===== src/include/pi1r_params.svh =====
//~~~~~~~~~~~~~~~~~~~~~~~~~~~~~~~~~~~~~~~~~~~~~~~~~~~~~~~~~~~~~~~~~~~~~~~~~~
// PerInt sizing and memory map for the scratch-memory subsystem
// every address here is a word address, byte address = word address * 4
// bank count and bank words must be powers of two, bank count at least 2
// PI1R_FIRSTADDR must sit on a bank boundary (multiple of PI1R_BANKWORDS)
//~~~~~~~~~~~~~~~~~~~~~~~~~~~~~~~~~~~~~~~~~~~~~~~~~~~~~~~~~~~~~~~~~~~~~~~~~~
`ifndef PI1R_PARAMS_SVH
`define PI1R_PARAMS_SVH

// data word width, one select bit per byte lane
`define PI1R_ARCHBITSZ 32
`define PI1R_SELBITSZ (`PI1R_ARCHBITSZ/8)

// byte offset bits are dropped from the bus address
`define PI1R_ADDRBITSZ 30

// identical scratch banks behind the decoder
`define PI1R_BANKCOUNT 4
// 4 KB per bank
`define PI1R_BANKWORDS 1024

// bank 0 starts at byte 0x1000
`define PI1R_FIRSTADDR 'h400
// last mapped word, anything past it hits the default slave
`define PI1R_LASTADDR (`PI1R_FIRSTADDR + (`PI1R_BANKCOUNT * `PI1R_BANKWORDS) - 1)

// field widths of the decoded-address union
`define PI1R_OFFSETBITSZ $clog2(`PI1R_BANKWORDS)
`define PI1R_BANKBITSZ $clog2(`PI1R_BANKCOUNT)
`define PI1R_UPPERBITSZ (`PI1R_ADDRBITSZ - `PI1R_BANKBITSZ - `PI1R_OFFSETBITSZ)

`endif


===== src/design/pi1r_pkg.sv =====
//~~~~~~~~~~~~~~~~~~~~~~~~~~~~~~~~~~~~~~~~~~~~~~~~~~~~~~~~~~~~~~~~~~~~~~~~~~
// PerInt bus types shared by the decoder, the banks and the collector
// op encoding follows PerInt: 0 none, 1 write, 2 read, 3 read-write
// widths come from pi1r_params.svh, include path must reach include/
//~~~~~~~~~~~~~~~~~~~~~~~~~~~~~~~~~~~~~~~~~~~~~~~~~~~~~~~~~~~~~~~~~~~~~~~~~~
`default_nettype none

`include "pi1r_params.svh"

package pi1r_pkg;

	// RDWR is a swap, old word out and new bytes in
	typedef enum logic [1:0] {
		NONE  = 2'b00,
		WRITE = 2'b01,
		READ  = 2'b10,
		RDWR  = 2'b11
	} pi1_op_t;

	// master to slave, held by the master until accepted
	typedef struct packed {
		pi1_op_t                      op;
		logic [`PI1R_ADDRBITSZ-1:0]   addr;
		logic [`PI1R_ARCHBITSZ-1:0]   data;
		logic [`PI1R_SELBITSZ-1:0]    sel;
	} pi1_req_t;

	// slave to master
	// rdy is a level, high when a new operation can be taken
	typedef struct packed {
		logic [`PI1R_ARCHBITSZ-1:0]   data;
		logic                         rdy;
	} pi1_rsp_t;

	// word address split into upper bits, bank select and word offset
	typedef struct packed {
		logic [`PI1R_UPPERBITSZ-1:0]  upper;
		logic [`PI1R_BANKBITSZ-1:0]   bank;
		logic [`PI1R_OFFSETBITSZ-1:0] offset;
	} pi1_addr_field_t;

	// flat view for range compares, field view for slicing
	typedef union packed {
		logic [`PI1R_ADDRBITSZ-1:0]   flat;
		pi1_addr_field_t              field;
	} pi1_addr_u;

	// handed from decoder to collector for every finished operation
	typedef struct packed {
		logic                         rd;
		logic [`PI1R_BANKBITSZ-1:0]   bank;
		logic                         dflt;
	} pi1_tag_t;

endpackage

`default_nettype wire


===== src/design/pi1r_decode.sv =====
//~~~~~~~~~~~~~~~~~~~~~~~~~~~~~~~~~~~~~~~~~~~~~~~~~~~~~~~~~~~~~~~~~~~~~~~~~~
// single-master PerInt decoder with one registered request stage
// an operation is taken on a rising edge where rdy_o is high and op is set
// unmapped addresses go to a built-in default slave: writes are dropped,
// reads return zero and err_o pulses for one cycle
// the stage stalls while the selected bank holds its rdy low
//~~~~~~~~~~~~~~~~~~~~~~~~~~~~~~~~~~~~~~~~~~~~~~~~~~~~~~~~~~~~~~~~~~~~~~~~~~
`timescale 1ns/10ps
`default_nettype none

`include "pi1r_params.svh"

module pi1r_decode import pi1r_pkg::*; (
	input  wire logic     clk_i,
	input  wire logic     rst_n_i,
	input  wire pi1_req_t req_i,
	input  wire pi1_rsp_t bank_rsp_i [`PI1R_BANKCOUNT],
	output pi1_req_t      bank_req_o [`PI1R_BANKCOUNT],
	output pi1_tag_t      tag_o,
	output logic          tag_vld_o,
	output logic          rdy_o,
	output logic          err_o
);

localparam int NB = `PI1R_BANKCOUNT;
localparam int BW = `PI1R_BANKBITSZ;

// map bounds as word addresses of bus width
localparam logic [`PI1R_ADDRBITSZ-1:0] FIRSTADDR = `PI1R_ADDRBITSZ'(`PI1R_FIRSTADDR);
localparam logic [`PI1R_ADDRBITSZ-1:0] LASTADDR = `PI1R_ADDRBITSZ'(`PI1R_LASTADDR);
// bank field of the first mapped word, subtracted to get bank 0
localparam pi1_addr_u FIRST_U = FIRSTADDR;

pi1_req_t        stage_q;
pi1_addr_u       stage_a;
logic [BW-1:0]   bank_idx;
logic            stage_vld;
logic            dflt;
logic            sel_rdy;
logic            done;
logic [NB-1:0]   bank_act;

// request stage
// payload follows the master whenever the stage can move, op alone is reset
always_ff @(posedge clk_i) begin
	if (rdy_o)
		stage_q <= req_i;
	if (!rst_n_i)
		stage_q.op <= NONE;
end

// address decode of the held request
always_comb begin
	stage_a.flat = stage_q.addr;
	stage_vld = (stage_q.op != NONE);
	// flat compare against the map
	dflt = (stage_a.flat < FIRSTADDR) || (stage_a.flat > LASTADDR);
	// bank field relative to bank 0, wraps since the map is bank aligned
	bank_idx = stage_a.field.bank - FIRST_U.field.bank;
	// default slave is always ready
	sel_rdy = dflt || bank_rsp_i[bank_idx].rdy;
	done = stage_vld && sel_rdy;
end

// empty stage or a stage that finishes this edge can take the next op
assign rdy_o = !stage_vld || done;

// steer to one bank, the rest see NONE
always_comb begin
	for (int i = 0; i < NB; i++) begin
		bank_req_o[i] = stage_q;
		if (!(stage_vld && !dflt && (bank_idx == BW'(i))))
			bank_req_o[i].op = NONE;
	end
end

// tag goes out on the edge where the access takes place
always_comb begin
	tag_o.rd = (stage_q.op == READ) || (stage_q.op == RDWR);
	tag_o.bank = bank_idx;
	tag_o.dflt = dflt;
end
assign tag_vld_o = done;

// error pulse follows a default-slave access by one edge
always_ff @(posedge clk_i) begin
	if (!rst_n_i)
		err_o <= 1'b0;
	else
		err_o <= done && dflt;
end

// activity seen at the bank ports
always_comb begin
	for (int i = 0; i < NB; i++)
		bank_act[i] = (bank_req_o[i].op != NONE);
end

// never more than one bank addressed at a time
a_one_bank: assert property (@(posedge clk_i) disable iff (!rst_n_i)
	$onehot0(bank_act));

endmodule

`default_nettype wire


===== config.mk =====
export PLATFORM = sky130hd
export DESIGN_NAME = pi1r_decode
export DESIGN_NICKNAME = d
export VERILOG_FILES = /design/src/design/pi1r_pkg.sv /design/src/design/pi1r_decode.sv
export VERILOG_INCLUDE_DIRS = /design/src /design/src/include
export SDC_FILE = /design/constraint.sdc
export NUM_CORES = 1
export LEC_CHECK = 0
export BUFFER_PORTS_ARGS = -buffer_cell sky130_fd_sc_hd__buf_2
export CORE_AREA = 5 5 187 189
export CTS_BUF_LIST = sky130_fd_sc_hd__clkbuf_16
export CTS_CLUSTER_SIZE = 14
export DETAILED_ROUTE_END_ITERATION = 12
export DIE_AREA = 0 0 192 194
export PLACE_DENSITY = 0.35
export SYNTH_ARGS = -nofsm -noshare
export SYNTH_HDL_FRONTEND = slang
export SYNTH_SLANG_ARGS = --single-unit

===== constraint.sdc =====
create_clock -name clk_i -period 5.3 [get_ports clk_i]
set_input_delay 0.795 -clock clk_i [delete_from_list [all_inputs] [get_ports clk_i]]
set_output_delay 0.795 -clock clk_i [all_outputs]
set_load 0.01 [all_outputs]

==> metrics, run 1 <==
outcome=finished clean; # hold bufs at CTS=0; Seq/Total Area, Yosys=0.4636; fraction of power consumed by the clock network=0.450; GP Congestion=0.6219; aggregate negative setup slack=0 ns; Hold Path End=stage_a[8]$_DFFE_PP_; Hold Path Depth=1; clock skew=0.01016 ns; CTS tree=built; r2r worst-path depth=7; flops & latches, synth=69; Synth Area in Compound Gates=0.01420; global router's overall resource usage=0.06101; Synth Area in Simple Gates=0.04176; Critical Path End Type=output pin; post-DP HPWL=10.17 mm; post-placement cell area=4730 sq um; DRC errors left=0; Critical Path RT=4.51 ns; worst vdd ir=0.1720 mV; largest area contributor in the netlist=buf_4; most frequent cells in the layout=352 x buf_2, 66 x edfxtp_1, 9 x clkbuf_16; crit path DAT=2.56 ns; routed vias/inst=2.780; Post-Synth XOR/XNOR Area=0; RSZ-0062 raised after global routing=false; H-tree levels=3; largest cells by area after synthesis=buf_4 45%, edfxtp_1 45%, ha_1 1.4%; post-synthesis mux area share=0.005114; total congestion overflow=0; Ys Warns=0; post-route ant nets=0; Die X=192 um; Int Pwr=1.177 mW; synth-to-layout area growth=15.09%; multi-input logic area=331.6 sq um; final core utilization=0.1531; row count=67; Clock Tree Buf Depth=2; FMAX=298.2 MHz; final setup violation count=0; Post-CTS Setup Bufs=0; most common cell after layout, fill and taps aside=buf_2; final instance area=5069 sq um; CP Max Fanout=12; post-cts resize count=0; clk_lat worst skew=0.35 ns; DR top layer=met5; Port Buffer Count=352; antenna cells=0; largest net degree at the start of global routing=67; Layout Nets=686; Comb power frac=0.129; Reg2Reg Setup Slack=2.39 ns; Routed WL per cell=13.30 um; WL met3=1.862 mm; vias in the first global route=2467; Num CTS Buffers=9; max-slew violation count=0; HP Class=in2reg; share of layout cells above drive strength 1=0.7686; register area=2042 sq um; hold path startpoint=req_i[44]; RR Startpoint=stage_a[10]$_DFFE_PP_; fillers=3724; routed wire length=12.40 mm; post-synthesis async set-or-reset flop share=0; CORE AREA=33110 sq um; post-route insts no fill=932; FF-to-FF End=bank_req_o[1]$_DFFE_PP_; main combinational cell family by area after synthesis=buffers and inverters; vias=2591; Mapped Nets=589; io pins=481; metal2 WL=6.024 mm; Initial Utilization=0.1330; main flop type after synthesis=edfxtp_1; antenna violations before repair=4; share of the synthesized area in the top cell type=0.4517; wire length of the first global-routing pass=16.37 mm; pwr dens=309.1 nW/um^2; critical path type=reg2out; Initial DRC Count=56; clock sink total=69; final period utilization=0.6326; EDFF count, synth=66; Placed Cells=916; Reg clk slew, reported paths=0.06 ns; Sw Pwr=390.1 uW; unique cell type count in the Yosys netlist=28; Seq pwr share=0.421; Avg Cell Area, Syn=11.53 sq um; post-route minimum period=3.353 ns; clock root cell=clkbuf_16; leak pwr=2.479 nW; startpoint types=flop; Pre-Repair DR Iteration Count=2; Cells after Synth=382; relative slew slack=0.3814; final hold vios=0; Max Cap Viol=0; Slew @ Worst Pin=0.9279 ns; netlist area before placement=4404 sq um; switching part of the total=0.2490; Met1 Routed Length=4.287 mm; die area=37250 sq um; Post-Synth Adder-Cell Area=0.01420; Die Y=194 um
how the worst max path moves through the flow:
stage,startpoint,endpoint,slack [ns],cells past startpoint
floorplan,stage_q[67]$_SDFFE_PN0P_,rdy_o,0.85,1
global placement,stage_a[10]$_DFFE_PP_,rdy_o,2.26,7
detailed placement,stage_a[10]$_DFFE_PP_,rdy_o,2.26,7
CTS,stage_a[10]$_DFFE_PP_,rdy_o,1.85,7
global route,stage_a[10]$_DFFE_PP_,rdy_o,1.69,7
finish,stage_a[10]$_DFFE_PP_,rdy_o,1.95,7
through the flow:
step | hold WS, ns | worst slack (ns) | power (mW)
after global routing | 0.5941 | 1.692 | 1.647
after floorplan | 0.5381 | 0.8527 | 0.8763
final | 0.6197 | 1.947 | 1.567
after detailed placement | 0.6675 | 2.257 | 0.8809
after global placement | 0.6737 | 2.258 | 0.8807
after CTS | 0.5893 | 1.854 | 1.620
cells in the mapped netlist, types with 2 or more instances:
| master | number |
|---|---|
| buf_4 | 265 |
| edfxtp_1 | 66 |
| and3_1 | 8 |
| inv_1 | 7 |
| ha_1 | 5 |
| nor4_1 | 4 |
| dfxtp_1 | 3 |
| a21oi_1 | 2 |
| nand2_1 | 2 |
| nor2b_1 | 2 |
cells by family (layout without fill, tap and decap cells):
kind of cell	after synthesis	after routing
fa+ha+maj	5	5
flops	69	69
simple gates	25	25
mux	1	1
buf+inv	274	376
compound gates	8	8
per-layer routing:
metal,up-vias,global-route usage
li1,1185,-
met1,1165,0.06056
met2,214,0.1075
met3,19,0.03475
met4,8,0.01902
met5,-,0
worst max-delay path, cell delays in order (launching register included):
cell and delay (ns):
edfxtp_1 0.52, inv_1 0.18, ha_1 0.22, nand4_1 0.16, nor4_4 0.36, o211a_2 0.37
o211ai_1 0.20, buf_2 0.19
power groups by stage:
stage | clock network [mW] | logic [mW] | registers, mW
after floorplan | 0 | 0.213 | 0.663
after global placement | 0 | 0.208 | 0.673
after detailed placement | 0 | 0.206 | 0.675
after CTS | 0.751 | 0.207 | 0.663
after global routing | 0.761 | 0.218 | 0.667
final | 0.704 | 0.202 | 0.660
flip-flops by register name (all words and copies together) (netlist names):
register,cells
bank_req_o,36
err_o,1
stage_a,30
stage_q,2
layout make-up:
type / count / area share
multi-input cells: 39 / 0.06542
clock buffers: 9 / 0.04443
repair buffers: 353 / 0.3491
inverters: 7 / 0.005184
flip-flops and latches: 69 / 0.4029
clock inverters: 7 / 0.02246
well taps: 448 / 0.1106
(Power assumes the default switching activity.)
==> run 2, diff against run 1 <==
- clock period: 5.3 -> 3.3 ns (I/O delays scaled with it)
==> metrics, run 2 (synthesis gave the netlist of run 1 again) <==
wire length of the first global-routing pass=16.08 mm (was 16.37 mm); pwr dens=482.0 nW/um^2 (was 309.1 nW/um^2); io pins=481 (unchanged); Pwr Total=2.440 mW (was 1.567 mW); post-route ant nets=0 (unchanged); Setup WS pre-CTS=0.5373 ns (was 2.257 ns); final period utilization=0.8983; crit path DAT=2.47 ns (was 2.56 ns); Routed WL per cell=13.04 um (was 13.30 um); max-slew violation count=0 (unchanged); post-route minimum period=2.964 ns; routed wire length=12.17 mm (was 12.40 mm); vias=2578 (was 2591); FF-to-FF End=bank_req_o[19]$_DFFE_PP_ (was bank_req_o[1]$_DFFE_PP_); Hold Path End=stage_a[9]$_DFFE_PP_ (was stage_a[8]$_DFFE_PP_); post-DP HPWL=10.23 mm (was 10.17 mm); RSZ-0062 raised after global routing=false (unchanged); Sw Pwr=627.0 uW (was 390.1 uW); FMAX=337.3 MHz; Reg2Reg Setup Slack=0.70 ns (was 2.39 ns); Comb power frac=0.133 (was 0.129); Critical Path RT=2.80 ns (was 4.51 ns); most frequent cells in the layout=352 x buf_2, 66 x edfxtp_1, 9 x clkbuf_16 (unchanged); Slew @ Worst Pin=0.5029 ns (was 0.9279 ns); Initial DRC Count=27 (was 56); row count=67 (unchanged); antenna violations before repair=4 (unchanged); relative slew slack=0.6647 (was 0.3814); Pre-Repair DR Iteration Count=3 (was 2); share of layout cells above drive strength 1=0.7732 (was 0.7686); final hold vios=0 (unchanged); # hold bufs at CTS=0 (unchanged); Die Y=194 um (unchanged); die area=37250 sq um (unchanged); GP Congestion=0.6115 (was 0.6219); RR Startpoint=stage_a[10]$_DFFE_PP_ (unchanged); outcome=finished clean (unchanged); clock sink total=69 (unchanged); Port Buffer Count=352 (unchanged); Critical Path End Type=output pin (unchanged); antenna cells=0 (unchanged); clock root cell=clkbuf_16 (unchanged); largest net degree at the start of global routing=36 (was 67); H-tree levels=3 (unchanged); vias in the first global route=2465 (was 2467); clock skew=0.006780 ns (was 0.01016 ns); CP Max Fanout=12 (unchanged); fraction of power consumed by the clock network=0.433 (was 0.450); Final Worst Setup Slack=0.3355 ns (was 1.947 ns); HP Class=in2reg (unchanged); r2r worst-path depth=7 (unchanged); total congestion overflow=0 (unchanged); Initial Utilization=0.1330 (unchanged); CORE AREA=33110 sq um (unchanged); clk_lat worst skew=0.34 ns (was 0.35 ns); global router's overall resource usage=0.06018 (was 0.06101); fillers=3703 (was 3724); routed vias/inst=2.763 (was 2.780); max reg flops=36 (unchanged); DRC errors left=0 (unchanged); hold path startpoint=req_i[45] (was req_i[44]); most common cell after layout, fill and taps aside=buf_2 (unchanged); Seq pwr share=0.434 (was 0.421); Layout Nets=687 (was 686); critical path type=reg2out (unchanged); Clock Tree Buf Depth=2 (unchanged); Die X=192 um (unchanged); Max Cap Viol=0 (unchanged); CTS tree=built (unchanged); switching part of the total=0.2569 (was 0.2490); worst vdd ir=0.2100 mV (was 0.1720 mV); Hold Path Depth=1 (unchanged); Num CTS Buffers=9 (unchanged); Int Pwr=1.813 mW (was 1.177 mW); Reg clk slew, reported paths=0.06 ns (about the same); startpoint types=flop (unchanged); leak pwr=2.475 nW (was 2.479 nW); final setup violation count=0 (unchanged); synth-to-layout area growth=14.97% (was 15.09%)
## run 2: final cells by class
cell class | instances | area (sq um) | share of cell area
Clock buffer | 9 | 225.2 | 0.04448
Clock inverter | 7 | 91.34 | 0.01804
Inverter | 7 | 26.28 | 0.005189
Multi-Input combinational cell | 39 | 339.1 | 0.06696
Sequential cell | 69 | 2044 | 0.4038
Tap cell | 448 | 560.5 | 0.1107
Timing Repair Buffer | 354 | 1777 | 0.3509
## run 2: through the flow
step	cells	cell area, sq um	util	TNS [ns]	hold slack (ns)
floorplan	382	4407	-	-56.71	0.5305
global placement	917	4740	0.1431	0	0.6229
detailed placement	917	4740	0.1431	0	0.6185
CTS	933	5056	0.1527	0	0.2925
global route	933	5064	0.1529	0	0.2952
finish	933	5064	0.1529	0	0.3223
## run 2: repair_timing
action | 4_1_cts | 5_1_grt
setup endpoints to repair | 0 | 1
gates resized for setup | 0 | 1
buffers inserted | 0 | 0
## run 2: how the worst max path moves through the flow
stage	to	cells past startpoint	startpoint
CTS	rdy_o	7	stage_a[10]$_DFFE_PP_
global route	rdy_o	7	stage_a[10]$_DFFE_PP_
global placement	bank_req_o[19]$_DFFE_PP_	7	stage_a[10]$_DFFE_PP_
floorplan	bank_req_o[0]$_DFFE_PP_	1	stage_q[66]$_SDFFE_PN0P_
finish	rdy_o	7	stage_a[10]$_DFFE_PP_
detailed placement	rdy_o	7	stage_a[10]$_DFFE_PP_
## run 2: critical path, cell delays in order (launching register included)
cell,delay (ns)
edfxtp_1,0.52
inv_1,0.18
ha_1,0.22
nand4_1,0.17
nor4_4,0.34
o211a_4,0.29
o211ai_1,0.20
buf_2,0.20
## run 2: power groups by stage
stage	logic (mW)	clock network [mW]	registers, mW
after floorplan	0.342	0	1.07
after global placement	0.332	0	1.08
after detailed placement	0.330	0	1.08
after CTS	0.330	1.12	1.06
after global routing	0.349	1.16	1.07
final	0.324	1.06	1.06
## run 2: routing by layer
metal | part of all wire | global-route usage | up-vias | wire length [um]
li1 | - | - | 1188 | -
met1 | 0.36 | 0.06274 | 1150 | 4347
met2 | 0.48 | 0.1032 | 215 | 5825
met3 | 0.15 | 0.03313 | 17 | 1765
met4 | 0.014 | 0.01902 | 8 | 172
met5 | 0.0045 | 0 | - | 55
