[config.mk]
export PLATFORM = sky130hd
export DESIGN_NAME = pi1r_collect
export DESIGN_NICKNAME = d
export VERILOG_FILES = /design/src/design/pi1r_pkg.sv /design/src/design/pi1r_collect.sv
export VERILOG_INCLUDE_DIRS = /design/src /design/src/include
export SDC_FILE = /design/constraint.sdc
export NUM_CORES = 1
export LEC_CHECK = 0
export ABC_AREA = 1
export BUFFER_PORTS_ARGS = -buffer_cell sky130_fd_sc_hd__buf_4
export CORE_ASPECT_RATIO = 0.9
export CORE_MARGIN = 4
export CORE_UTILIZATION = 48
export CTS_CLUSTER_SIZE = 28
export DETAILED_ROUTE_END_ITERATION = 10
export PLACE_DENSITY_LB_ADDON = 0.3
export REMOVE_ABC_BUFFERS = 1
export SLEW_MARGIN = 0
export SYNTH_ARGS = -nofsm -noshare
export SYNTH_HDL_FRONTEND = slang
export SYNTH_SLANG_ARGS = --single-unit
[constraint.sdc]
create_clock -name clk_i -period 3.09 [get_ports clk_i]
set_input_delay 0.309 -clock clk_i [delete_from_list [all_inputs] [get_ports clk_i]]
set_output_delay 0.309 -clock clk_i [all_outputs]
set_load 0.02 [all_outputs]
[src/include/pi1r_params.svh]
//~~~~~~~~~~~~~~~~~~~~~~~~~~~~~~~~~~~~~~~~~~~~~~~~~~~~~~~~~~~~~~~~~~~~~~~~~~
// PerInt sizing and memory map for the scratch-memory subsystem
// every address here is a word address, byte address = word address * 4
// bank count and bank words must be powers of two, bank count at least 2
// PI1R_FIRSTADDR must sit on a bank boundary (multiple of PI1R_BANKWORDS)
//~~~~~~~~~~~~~~~~~~~~~~~~~~~~~~~~~~~~~~~~~~~~~~~~~~~~~~~~~~~~~~~~~~~~~~~~~~
`ifndef PI1R_PARAMS_SVH
`define PI1R_PARAMS_SVH

// data word width, one select bit per byte lane
`define PI1R_ARCHBITSZ 32
`define PI1R_SELBITSZ (`PI1R_ARCHBITSZ/8)

// byte offset bits are dropped from the bus address
`define PI1R_ADDRBITSZ 30

// identical scratch banks behind the decoder
`define PI1R_BANKCOUNT 4
// 4 KB per bank
`define PI1R_BANKWORDS 1024

// bank 0 starts at byte 0x1000
`define PI1R_FIRSTADDR 'h400
// last mapped word, anything past it hits the default slave
`define PI1R_LASTADDR (`PI1R_FIRSTADDR + (`PI1R_BANKCOUNT * `PI1R_BANKWORDS) - 1)

// field widths of the decoded-address union
`define PI1R_OFFSETBITSZ $clog2(`PI1R_BANKWORDS)
`define PI1R_BANKBITSZ $clog2(`PI1R_BANKCOUNT)
`define PI1R_UPPERBITSZ (`PI1R_ADDRBITSZ - `PI1R_BANKBITSZ - `PI1R_OFFSETBITSZ)

`endif

[src/design/pi1r_pkg.sv]
//~~~~~~~~~~~~~~~~~~~~~~~~~~~~~~~~~~~~~~~~~~~~~~~~~~~~~~~~~~~~~~~~~~~~~~~~~~
// PerInt bus types shared by the decoder, the banks and the collector
// op encoding follows PerInt: 0 none, 1 write, 2 read, 3 read-write
// widths come from pi1r_params.svh, include path must reach include/
//~~~~~~~~~~~~~~~~~~~~~~~~~~~~~~~~~~~~~~~~~~~~~~~~~~~~~~~~~~~~~~~~~~~~~~~~~~
`default_nettype none

`include "pi1r_params.svh"

package pi1r_pkg;

	// RDWR is a swap, old word out and new bytes in
	typedef enum logic [1:0] {
		NONE  = 2'b00,
		WRITE = 2'b01,
		READ  = 2'b10,
		RDWR  = 2'b11
	} pi1_op_t;

	// master to slave, held by the master until accepted
	typedef struct packed {
		pi1_op_t                      op;
		logic [`PI1R_ADDRBITSZ-1:0]   addr;
		logic [`PI1R_ARCHBITSZ-1:0]   data;
		logic [`PI1R_SELBITSZ-1:0]    sel;
	} pi1_req_t;

	// slave to master
	// rdy is a level, high when a new operation can be taken
	typedef struct packed {
		logic [`PI1R_ARCHBITSZ-1:0]   data;
		logic                         rdy;
	} pi1_rsp_t;

	// word address split into upper bits, bank select and word offset
	typedef struct packed {
		logic [`PI1R_UPPERBITSZ-1:0]  upper;
		logic [`PI1R_BANKBITSZ-1:0]   bank;
		logic [`PI1R_OFFSETBITSZ-1:0] offset;
	} pi1_addr_field_t;

	// flat view for range compares, field view for slicing
	typedef union packed {
		logic [`PI1R_ADDRBITSZ-1:0]   flat;
		pi1_addr_field_t              field;
	} pi1_addr_u;

	// handed from decoder to collector for every finished operation
	typedef struct packed {
		logic                         rd;
		logic [`PI1R_BANKBITSZ-1:0]   bank;
		logic                         dflt;
	} pi1_tag_t;

endpackage

`default_nettype wire

[src/design/pi1r_collect.sv]
//~~~~~~~~~~~~~~~~~~~~~~~~~~~~~~~~~~~~~~~~~~~~~~~~~~~~~~~~~~~~~~~~~~~~~~~~~~
// PerInt read-data return path for the master
// the tag arrives on the edge of the bank access, data_o loads one edge
// later and holds until the next read result; writes leave it unchanged
// default-slave reads load zero
//~~~~~~~~~~~~~~~~~~~~~~~~~~~~~~~~~~~~~~~~~~~~~~~~~~~~~~~~~~~~~~~~~~~~~~~~~~
`timescale 1ns/10ps
`default_nettype none

`include "pi1r_params.svh"

module pi1r_collect import pi1r_pkg::*; (
	input  wire logic                   clk_i,
	input  wire logic                   rst_n_i,
	input  wire pi1_rsp_t               bank_rsp_i [`PI1R_BANKCOUNT],
	input  wire pi1_tag_t               tag_i,
	input  wire logic                   tag_vld_i,
	output logic [`PI1R_ARCHBITSZ-1:0]  data_o
);

pi1_tag_t tag_q;
logic     pend_q;

// tag of the access that just happened
always_ff @(posedge clk_i) begin
	if (tag_vld_i)
		tag_q <= tag_i;
end

// one cycle behind the bank, so its read register is valid here
always_ff @(posedge clk_i) begin
	if (!rst_n_i)
		pend_q <= 1'b0;
	else
		pend_q <= tag_vld_i;
end

// master read data
always_ff @(posedge clk_i) begin
	if (!rst_n_i) begin
		data_o <= '0;
	end else if (pend_q && tag_q.rd) begin
		if (tag_q.dflt)
			data_o <= '0;
		else
			data_o <= bank_rsp_i[tag_q.bank].data;
	end
end

// a tag is only issued once the addressed bank takes the access
a_bank_rdy: assert property (@(posedge clk_i) disable iff (!rst_n_i)
	(tag_vld_i && !tag_i.dflt) |-> bank_rsp_i[tag_i.bank].rdy);

endmodule

`default_nettype wire

==> impl_results.md, run 1 <==
- Worst VDD drop: ~0.16 mV
- Initial antenna violation count: 0
- Cts hold-fix bufs: 0
- Buf/Inv on CP: 0
- Core Box Area: 5823 µm²
- Hold Fails Final Rpt: 0
- GR Overflow Total: 0
- Tot Pwr: between 1 and 1.5 mW
- Crit path DAT: 2.03 ns
- Final net count: 807
- FP Rows: 26
- Slew @ Worst Pin: about 1.0 ns
- Initial DRC count: approximately 130
- Slowest-stage cell, CP: nor2_4
- Post-Route WL: between 8 and 9 mm
- Vias in the first global route: approximately 3200
- Drt first pass iters: 4
- Avg Inst Size Synth: 5.704 µm²
- TritonCTS buffer count: 5
- Routed vias: around 3400
- Largest net degree at the start of global routing: 65
- CTS tree: yes
- DR WL/cell: between 10 and 15 µm
- Peak Freq: 548.7 MHz
- Clock slew at reported path FFs: roughly 0.07 ns
- Crit. End Element: register
- Leak Pwr: between 2 and 3 nW
- Post-synthesis cell area: ~3000 µm²
- Clock network power share: between 20% and 30%
- Filler cell count: between 500 and 600
- Reg area: 780.7 µm²
- Ant diodes: 0
- First-pass GRT wire length: around 14 mm
- Outcome: finished clean
- Total of max-cap violations: 0
- Worst Path Max Fanout: 33
- Die Y: around 83 µm
- DRT antenna net count: 0
- Placed insts: 731
- Deepest clock path buffer count: 2
- Switching power: between 0.3 and 0.4 mW
- Final Cycle Share: between 50% and 60%
- Slew Limit Fails: 0
- Crit path time final: 1.822 ns
- Io pins: between 150 and 200
- Vias per cell: 4.547
- Worst-path cell chain: nand2_2 -> nor2_4 -> nand2_1 -> a21oi_2
- Synth warn: 0
- Final setup TNS: 0 ns
- Seq/Total Area, Yosys: around a quarter
- DRC Markers: 0
- Area of the multi-input gates: about 1500 µm²
- Final non-filler cell total: about 740
- HPWL Detailed: a little over 6 mm
- Count of cell types in the netlist: 16
- Chip width: 90.94 µm
- GRT Overall Usage: around 22%
- Pint: 0.8568 mW
- CTS root buf: clkbuf_8
- Initial Utilization: roughly 51%
- Worst EP required: 3.30 ns
- CTS resizes: 0
- Synthesis-to-layout area growth: 40.29%
- Yosys reg bits: 37
- Hold Crit Class: in -> reg
- Port bufs: about 170
- Die area: approximately 7500 µm²
- Worst-skew pair later-pin latency: about 0.28 ns
- Gate power share: between 30 and 40%
- H-tree Lvls: 2
- Sw Share: between 30 and 40%
- Post-Synthesis Cells: between 500 and 600
- Crit path kind: reg -> reg
- Clk_skew: approximately 0.0035 ns
- Crit path max-delay family: simple AND/OR/NAND/NOR gates
- Reg power frac: between 40% and 50%
- Clock sink count: 37
- GP Congestion: approximately 0.8
- Pwr Density: slightly below 300 nW/µm²
- CP startpoint kind: register
- Final setup viols: 0
- Crit path largest cell delay: 0.72 ns
- # Post-CTS Setup Buffers: 0
- Max_slew headroom: about a third
- RSZ-0062 raised after global routing: no
- Share of cells above drive strength 1: 31.24%
## metrics by stage
step | instance area, µm² | util, % | hold slack, ns | worst slack, ns
after floorplan | 2731 | - | 0.4025 | 0.5637
after global placement | 4088 | 70.20 | 0.4525 | 1.317
after detailed placement | 4088 | 70.20 | 0.4672 | 1.235
after CTS | 4169 | 71.59 | 0.1954 | 1.212
after global routing | 4169 | 71.59 | 0.1842 | 1.021
final | 4169 | 71.59 | 0.2060 | 1.268
## final cells by class
cell class,instances,area share [%]
multi-input cells,323,34.90
repair buffers,169,30.43
flip-flops and latches,37,18.73
inverters,132,11.88
well taps,70,2.101
clock buffers,5,1.651
clock inverters,3,0.3001
## kinds of logic after synthesis
group	after synthesis	share of synthesized area, %
AOI/OAI and AO/OA	32	9.179
DFF	37	26.27
buffers and inverters	161	24.76
and+or+nand+nor	291	39.79
## power by group through the flow
stage	Sequential [mW]	Combinational [mW]	Clock (mW)
final	0.510	0.417	0.307
after floorplan	0.553	0.186	0
after global placement	0.520	0.410	0
after global routing	0.512	0.469	0.339
after detailed placement	0.521	0.417	0
after CTS	0.510	0.418	0.315
## routing by layer
metal	vias up	share of wire, %	global-route usage [%]
li1	1798	-	-
met1	1441	40	24.17
met2	117	50	42.54
met3	4	9.4	8.243
met4	0	0.55	4.217
met5	-	0	0
## worst paths after layout
path                                           endpoint  depth (start not counted)               startpoint  slack [ns]
worst max-delay path            data_o[12]$_SDFFE_PN0P_                          4       tag_q[3]$_DFFE_PP_        1.27
worst max register to register  data_o[12]$_SDFFE_PN0P_                          4       tag_q[3]$_DFFE_PP_        1.27
worst min register to register  data_o[27]$_SDFFE_PN0P_                          2  data_o[27]$_SDFFE_PN0P_        0.48
worst min-delay path                 tag_q[1]$_DFFE_PP_                          1                 tag_i[1]        0.21
## placed cells by master, fill, tap and decap left out
cell type / Yosys / routed
nand2_1: 225 / 225
buf_4: 3 / 169
inv_1: 130 / 129
nand3_1: 64 / 64
dfxtp_1: 33 / 33
a21oi_2: 30 / 30
clkbuf_8: 3 / 5
edfxtp_1: 4 / 4
clkinv_1: 0 / 3
inv_2: 2 / 2
a21oi_1: 2 / 2
nand2_2: 1 / 1
nor2_4: 1 / 1
clkinv_2: 0 / 1
## Yosys cell counts
cell type | count | area (µm²)
edfxtp_1 | 4 | 120.1
clkbuf_8 | 3 | 41.29
clkbuf_1 | 5 | 18.77
nand2_2 | 1 | 6.260
buf_1 | 1 | 3.750
inv_2 | 2 | 7.510
nand3_1 | 64 | 320.3
nor2_4 | 1 | 11.26
buf_4 | 3 | 22.52
dfxtp_1 | 33 | 660.6
a21oi_2 | 30 | 262.8
inv_1 | 130 | 488.0
buf_6 | 11 | 123.9
buf_2 | 6 | 30.03
a21oi_1 | 2 | 10.01
nand2_1 | 225 | 844.6
## sequential cells by signal, indices dropped and copies added, names as in the netlist
signal / count
pend_q: 1
tag_q: 4
data_o: 32
No activity file was read; power rests on OpenSTA's default activity.
==> run 2: changes to the inputs <==
--- a/config.mk
+++ b/config.mk
@@ -6,11 +6,11 @@
 export SDC_FILE = /design/constraint.sdc
 export NUM_CORES = 1
 export LEC_CHECK = 0
-export ABC_AREA = 1
+export ABC_AREA = 0
 export BUFFER_PORTS_ARGS = -buffer_cell sky130_fd_sc_hd__buf_4
 export CORE_ASPECT_RATIO = 0.9
 export CORE_MARGIN = 4
-export CORE_UTILIZATION = 48
+export CORE_UTILIZATION = 37
 export CTS_CLUSTER_SIZE = 28
 export DETAILED_ROUTE_END_ITERATION = 10
 export PLACE_DENSITY_LB_ADDON = 0.3
==> constraint.sdc (replaced) <==
create_clock -name clk_i -period 1.7 [get_ports clk_i]
set_input_delay 0.17 -clock clk_i [delete_from_list [all_inputs] [get_ports clk_i]]
set_output_delay 0.17 -clock clk_i [all_outputs]
set_load 0.02 [all_outputs]
==> run 2 against run 1 <==
Flip-flop and latch count unchanged. Clock skew decreased by 0.00071 ns. Sequential share of layout area increased by 4.9 points. Worst hold slack got worse by 0.14 ns. Core utilization decreased by 4.1 points. Non-clock buffer count increased by 4. Routed wire length decreased by 26%. Global-route usage decreased by 2.7 points. Critical endpoint is now data_o[26]$_SDFFE_PN0P_. Combinational power increased by 42%.
==> impl_results.md, run 2 <==
- Slew @ Worst Pin: 0.3467 ns (was 1.012 ns)
- CTS root buf: clkbuf_8 (unchanged)
- Vias in the first global route: 2065 (was 3151)
- CTS resizes: 0 (unchanged)
- Placed insts: 342 (was 731)
- Outcome: finished clean (unchanged)
- Io pins: 171 (unchanged)
- Die area: 6333 µm² (was 7515 µm²)
- FP Rows: 24 (was 26)
- Drt first pass iters: 4 (unchanged)
- Initial antenna violation count: 0 (unchanged)
- Number of flip-flops in the largest register: 32 (unchanged)
- Dpl ws: 0.1506 ns (was 1.235 ns)
- Cells taking the most area after synthesis: mux4_2 36%, dfxtp_1 35%, a22o_1 15% (was nand2_1 28%, dfxtp_1 22%, inv_1 16%)
- RSZ-0062 raised after global routing: no (unchanged)
- Final instance area: 3302 µm² (was 4169 µm²)
- Yosys reg bits: 37 (unchanged)
- GR Overflow Total: 0 (unchanged)
- Largest reg by FF count: data_o (unchanged)
- Synth area leader: mux4_2 (was nand2_1)
- Commonest cells post-synth: 33 x dfxtp_1, 32 x a22o_1, 30 x mux4_2, 7 x clkbuf_1 (was 225 x nand2_1, 130 x inv_1, 64 x nand3_1, 33 x dfxtp_1, 30 x a21oi_2)
- Hold Fails Final Rpt: 0 (unchanged)
- Deepest clock path buffer count: 2 (unchanged)
- Worst EP required: 1.87 ns (was 3.30 ns)
- Clk_skew: 0.002745 ns (was 0.003457 ns)
- # Post-CTS Setup Buffers: 0 (unchanged)
- Final core utilization: 67.46% (was 71.59%)
- DRC Markers: 0 (unchanged)
- Routed vias: 1859 (was 3360)
- Post-synth EDFFs: 4 (unchanged)
- Most frequent cells in the layout: 171 x buf_4, 33 x dfxtp_1, 32 x a22o_1 (was 225 x nand2_1, 169 x buf_4, 129 x inv_1)
- Vias per cell: 5.311 (was 4.547)
- Cts hold-fix bufs: 0 (unchanged)
- First-pass GRT wire length: 9.922 mm (was 13.84 mm)
- Setup ws final: 0.1644 ns (was 1.268 ns)
- Ys flop type: dfxtp_1 (unchanged)
- Clock sink count: 37 (unchanged)
- Peak Freq: 651.2 MHz (was 548.7 MHz)
- Worst-skew pair later-pin latency: 0.28 ns (about the same)
- Avg Inst Size Synth: 16.06 µm² (was 5.704 µm²)
- Final setup viols: 0 (unchanged)
- Post-Synthesis Cells: 118 (was 521)
- DR WL/cell: 17.67 µm (was 11.34 µm)
- Crit path time final: 1.536 ns (was 1.822 ns)
- Port bufs: 166 (unchanged)
- Crit path kind: reg -> reg (unchanged)
- GRT Overall Usage: 19.61% (was 22.34%)
- Core Box Area: 4895 µm² (was 5823 µm²)
- H-tree Lvls: 2 (unchanged)
- Chip width: 83.45 µm (was 90.94 µm)
- GP Congestion: 0.7870 (was 0.7778)
- Initial DRC count: 82 (was 128)
- Final Cycle Share: 90.33% (was 58.98%)
- Count of cell types in the netlist: 11 (was 16)
- Most common cell after layout, fill and taps aside: buf_4 (was nand2_1)
- Largest regs: data_o x32, tag_q x4, pend_q x1 (unchanged)
- Pwr Density: 632.2 nW/µm² (was 296.0 nW/µm²)
- Max_slew headroom: 76.88% (was 32.46%)
- CP startpoint kind: register (unchanged)
- Share of cells above drive strength 1: 73.33% (was 31.24%)
- HPWL Detailed: 5.049 mm (was 6.088 mm)
- Top-count cell post-synth: dfxtp_1 (was nand2_1)
- Final non-filler cell total: 350 (was 739)
- Asr flop ratio synth: 0% (unchanged)
- Die Y: 75.90 µm (was 82.65 µm)
- Slew Limit Fails: 0 (unchanged)
- DRT antenna net count: 0 (unchanged)
- Largest net degree at the start of global routing: 33 (was 65)
- Total of max-cap violations: 0 (unchanged)
- Worst VDD drop: 0.2826 mV (was 0.1620 mV)
- TritonCTS buffer count: 5 (unchanged)
- Placed Area: 3222 µm² (was 4088 µm²)
- Initial Utilization: 38.73% (was 51.03%)
- Reg area: 780.7 µm² (unchanged)
- Clock slew at reported path FFs: 0.07 ns (about the same)
- Post-synthesis cell area: 1896 µm² (was 2972 µm²)
- Crit path DAT: 1.71 ns (was 2.03 ns)
- Share of the synthesized area in the top cell type: 35.64% (was 28.42%)
- Worst Path Max Fanout: 13 (was 33)
- CTS tree: yes (unchanged)
- Synthesis-to-layout area growth: 74.19% (was 40.29%)
- Area of the multi-input gates: 1036 µm² (was 1455 µm²)
- Post-Route WL: 6.183 mm (was 8.383 mm)
- Final net count: 423 (was 807)
- Filler cell count: 398 (was 510)
- Crit. End Element: register (unchanged)
- Seq/Total Area, Yosys: 41.19% (was 26.27%)
- Ant diodes: 0 (unchanged)
- Synth warn: 0 (unchanged)
- Leak Pwr: 1.536 nW (was 2.503 nW)
- Hold Crit Class: in -> reg (unchanged)
-- run 2: cell types whose count changed after synthesis, moves of 3 or more --
cell | previous run | this run
nand2_1 | 225 | 0
buf_4 | 3 | 0
a21oi_2 | 30 | 0
inv_1 | 130 | 0
clkbuf_8 | 3 | 0
buf_2 | 6 | 0
mux4_2 | 0 | 30
buf_6 | 11 | 4
nand3_1 | 64 | 0
a22o_1 | 0 | 32
-- run 2: worst paths after layout --
path                                        startpoint                       to  slack (ns)  cells past startpoint
worst min register to register  data_o[7]$_SDFFE_PN0P_   data_o[7]$_SDFFE_PN0P_        0.48                      1
worst max register to register      tag_q[1]$_DFFE_PP_  data_o[26]$_SDFFE_PN0P_        0.16                      3
worst max-delay path                tag_q[1]$_DFFE_PP_  data_o[26]$_SDFFE_PN0P_        0.16                      3
worst min-delay path                          tag_i[3]       tag_q[3]$_DFFE_PP_        0.06                      1
-- run 2: cells by family (layout without fill, tap and decap cells) --
group	count (synthesis)	after routing	share of synthesized area, %
compound gates	33	33	15.18
buf+inv	14	181	4.356
flops	37	37	41.19
mux	32	32	38.42
simple gates	2	2	0.8583
-- run 2: report_power, final --
group,switching [mW],internal (mW)
clock network,0.275,0.291
logic,0.188,0.404
registers,0.0172,0.913
total,0.480,1.61
-- run 2: per-stage QoR --
stage               hold slack [ns]  TNS, ns  total power, mW
finish                      0.06211        0            2.088
global route                0.04828        0            2.188
CTS                         0.04939        0            2.117
detailed placement           0.3495        0            1.548
global placement             0.3489        0            1.535
floorplan                    0.2689   -19.83            1.215
-- run 2: layer usage --
layer / GRT usage, % / wire, µm
met1: 22.90 / 2356
met2: 33.49 / 3051
met3: 7.375 / 709
met4: 6.109 / 66
met5: 0 / 0
-- run 2: final cells by class --
| cell class | count | area share (%) |
|---|---|---|
| flip-flops and latches | 37 | 23.65 |
| repair buffers | 173 | 40.09 |
| clock buffers | 8 | 2.425 |
| multi-input cells | 67 | 31.38 |
| well taps | 65 | 2.463 |
-- run 2: critical path, stage by stage (launching register included) --
cell and delay (ns):
edfxtp_1 0.44, buf_12 0.19, mux4_1 0.56, a22o_1 0.23
==> run 3: changes to the inputs <==
--- a/config.mk
+++ b/config.mk
@@ -14,7 +14,9 @@
 export CTS_CLUSTER_SIZE = 28
 export DETAILED_ROUTE_END_ITERATION = 10
 export PLACE_DENSITY_LB_ADDON = 0.3
+export RECOVER_POWER = 50
 export REMOVE_ABC_BUFFERS = 1
+export SETUP_SLACK_MARGIN = 0.3
 export SLEW_MARGIN = 0
 export SYNTH_ARGS = -nofsm -noshare
 export SYNTH_HDL_FRONTEND = slang
==> run 3 against run 2 <==
Via count increased by 2.3%. Cell count increased by 1.7%. Critical path depth increased by 1. Clock-buffer cell count unchanged. Sequential power about the same. Flip-flop and latch count unchanged. Sequential share of layout area decreased by 0.080 points. Fmax increased by 3.0%. Largest power group unchanged. Highest routed layer unchanged.
==> impl_results.md, run 3 (synthesized netlist as in run 2, its figures left out) <==
- Number of flip-flops in the largest register: 32 (unchanged)
- Worst EP required: 1.87 ns (about the same)
- GR Overflow Total: 0 (unchanged)
- Drt first pass iters: 4 (unchanged)
- Hold_sp: tag_i[3] (unchanged)
- Hold Crit Depth: 1 (unchanged)
- Core Box Area: 4895 µm² (unchanged)
- H-tree Lvls: 2 (unchanged)
- Switching power: 0.5009 mW (was 0.4797 mW)
- Routed length on met3: 800 µm (was 709 µm)
- Pwr Density: 644.5 nW/µm² (was 632.2 nW/µm²)
- Chip width: 83.45 µm (unchanged)
- Deepest clock path buffer count: 2 (unchanged)
- Outcome: finished clean (unchanged)
- HPWL Detailed: 5.049 mm (unchanged)
- Worst r2r path cells: 4 (was 3)
- FP Rows: 24 (unchanged)
- FF-to-FF End: data_o[26]$_SDFFE_PN0P_ (unchanged)
- Slowest-stage cell, CP: mux4_2 (was mux4_1)
- Initial antenna violation count: 0 (unchanged)
- Initial Utilization: 38.73% (unchanged)
- Crit path time final: 1.491 ns (was 1.536 ns)
- Clock slew at reported path FFs: 0.07 ns (about the same)
- Clk_skew: 0.001887 ns (was 0.002745 ns)
- Worst-path cell chain: buf_4 -> buf_12 -> mux4_2 -> a22o_1 (was buf_12 -> mux4_1 -> a22o_1)
- Post-Route WL: 6.665 mm (was 6.183 mm)
- GRT Overall Usage: 20.58% (was 19.61%)
- Total of max-cap violations: 0 (unchanged)
- Hold Fails Final Rpt: 0 (unchanged)
- Buf/Inv on CP: 2 (was 1)
- TritonCTS buffer count: 5 (unchanged)
- Crit path kind: reg -> reg (unchanged)
- Met2 wire length: 3.342 mm (was 3.051 mm)
- CTS tree: yes (unchanged)
- WHS: 0.08393 ns (was 0.06211 ns)
- Final net count: 429 (was 423)
- Ant diodes: 0 (unchanged)
- Crit path max-delay family: multiplexers (unchanged)
- GP Congestion: 0.7870 (unchanged)
- Gate power share: 29.9% (was 28.3%)
- Die area: 6333 µm² (unchanged)
- Clock sink count: 37 (unchanged)
- Pint: 1.634 mW (was 1.608 mW)
- Routed vias: 1901 (was 1859)
- Flop2flop setup slack: 0.21 ns (was 0.16 ns)
- Final setup viols: 0 (unchanged)
- Max_slew headroom: 77.28% (was 76.88%)
- Reg power frac: 43.5% (was 44.6%)
- Worst Path Max Fanout: 7 (was 13)
- Clock network power share: 26.7% (was 27.1%)
- Slew @ Worst Pin: 0.3408 ns (was 0.3467 ns)
- First-pass GRT wire length: 10.32 mm (was 9.922 mm)
- Largest regs: data_o x32, tag_q x4, pend_q x1 (unchanged)
- Crit path DAT: 1.67 ns (was 1.71 ns)
- Crit path largest cell delay: 0.49 ns (was 0.56 ns)
- Worst VDD drop: 0.2856 mV (was 0.2826 mV)
- CTS root buf: clkbuf_8 (unchanged)
- Vias in the first global route: 2096 (was 2065)
- Leak Pwr: 1.470 nW (was 1.536 nW)
- Synthesis-to-layout area growth: 74.79% (was 74.19%)
- Die Y: 75.90 µm (unchanged)
- Sw Share: 23.46% (was 22.98%)
- DRC Markers: 0 (unchanged)
- Hold path endpoint: tag_q[3]$_DFFE_PP_ (unchanged)
- Most frequent cells in the layout: 140 x buf_4, 33 x dfxtp_1, 32 x mux4_2, 32 x a22o_1, 31 x clkbuf_1 (was 171 x buf_4, 33 x dfxtp_1, 32 x a22o_1)
- Largest net degree at the start of global routing: 33 (unchanged)
- Share of cells above drive strength 1: 64.95% (was 73.33%)
- Routed met1 length: 2.445 mm (was 2.356 mm)
- Largest reg by FF count: data_o (unchanged)
- Crit. End Element: register (unchanged)
- Vias per cell: 5.340 (was 5.311)
- Final setup TNS: 0 ns (unchanged)
- Tot Pwr: 2.135 mW (was 2.088 mW)
- Initial DRC count: 85 (was 82)
- DR WL/cell: 18.72 µm (was 17.67 µm)
- Most common cell after layout, fill and taps aside: buf_4 (unchanged)
- Hold Crit Class: in -> reg (unchanged)
- Slew Limit Fails: 0 (unchanged)
- CP startpoint kind: register (unchanged)
- Placed insts: 342 (unchanged)
- Reg2reg start: tag_q[1]$_DFFE_PP_ (unchanged)
- Final Cycle Share: 87.69% (was 90.33%)
- Port bufs: 166 (unchanged)
- Uppermost routed layer: met4 (unchanged)
- Io pins: 171 (unchanged)
- DRT antenna net count: 0 (unchanged)
- Worst-skew pair later-pin latency: 0.28 ns (about the same)
- Final non-filler cell total: 356 (was 350)
- RSZ-0062 raised after global routing: yes (was no)
- Peak Freq: 670.8 MHz (was 651.2 MHz)
run 3: how the worst max path moves through the flow:
stage,start,endpoint,slack (ns),cells after the start
2_1_floorplan,tag_q[1]$_DFFE_PP_,data_o[26]$_SDFFE_PN0P_,-0.71,2
3_3_place_gp,tag_q[1]$_DFFE_PP_,data_o[26]$_SDFFE_PN0P_,0.18,3
3_5_place_dp,tag_q[1]$_DFFE_PP_,data_o[26]$_SDFFE_PN0P_,0.15,3
4_1_cts,tag_q[1]$_DFFE_PP_,data_o[0]$_SDFFE_PN0P_,0.18,4
5_1_grt,tag_q[1]$_DFFE_PP_,data_o[26]$_SDFFE_PN0P_,0.16,4
6_report,tag_q[1]$_DFFE_PP_,data_o[26]$_SDFFE_PN0P_,0.21,4
run 3: final cells by class:
type                    count  area, µm²
well taps                  65      81.33
repair buffers            179       1343
fillers                   406       1582
flip-flops and latches     37      780.7
multi-input cells          67       1028
clock buffers               8      80.08
run 3: power by group through the flow:
stage               Combinational (mW)  Clock (mW)  Sequential (mW)
floorplan                        0.205           0             1.01
global placement                 0.586           0            0.949
detailed placement               0.598           0            0.950
CTS                              0.638       0.587            0.928
global route                     0.685       0.616            0.932
finish                           0.637       0.569            0.929
run 3: worst reg2reg max path, cell delays in order, from the launching register on:
cell	delay [ns]
edfxtp_1	0.36
buf_4	0.16
buf_12	0.14
mux4_2	0.49
a22o_1	0.23
run 3: per-layer routing:
layer | vias to the layer above | global-route usage (%)
met5 | - | 0
met4 | 0 | 6.109
met3 | 9 | 7.809
met2 | 141 | 35.58
met1 | 897 | 23.75
li1 | 854 | -
run 3: metrics by stage:
step	cell area (µm²)	setup WS, ns	utilization (%)
floorplan	1813	-0.7146	-
global placement	3222	0.1838	65.82
detailed placement	3222	0.1506	65.82
CTS	3377	0.1764	68.99
global route	3313	0.1643	67.69
finish	3313	0.2094	67.69
run 3: what timing repair did:
item | 4_1_cts | 5_1_grt
gates cloned | 2 | 2
resized for setup | 1 | 4
buffers inserted | 2 | 0
hold buffers | 0 | 0
endpoints found under the setup margin | 32 | 32
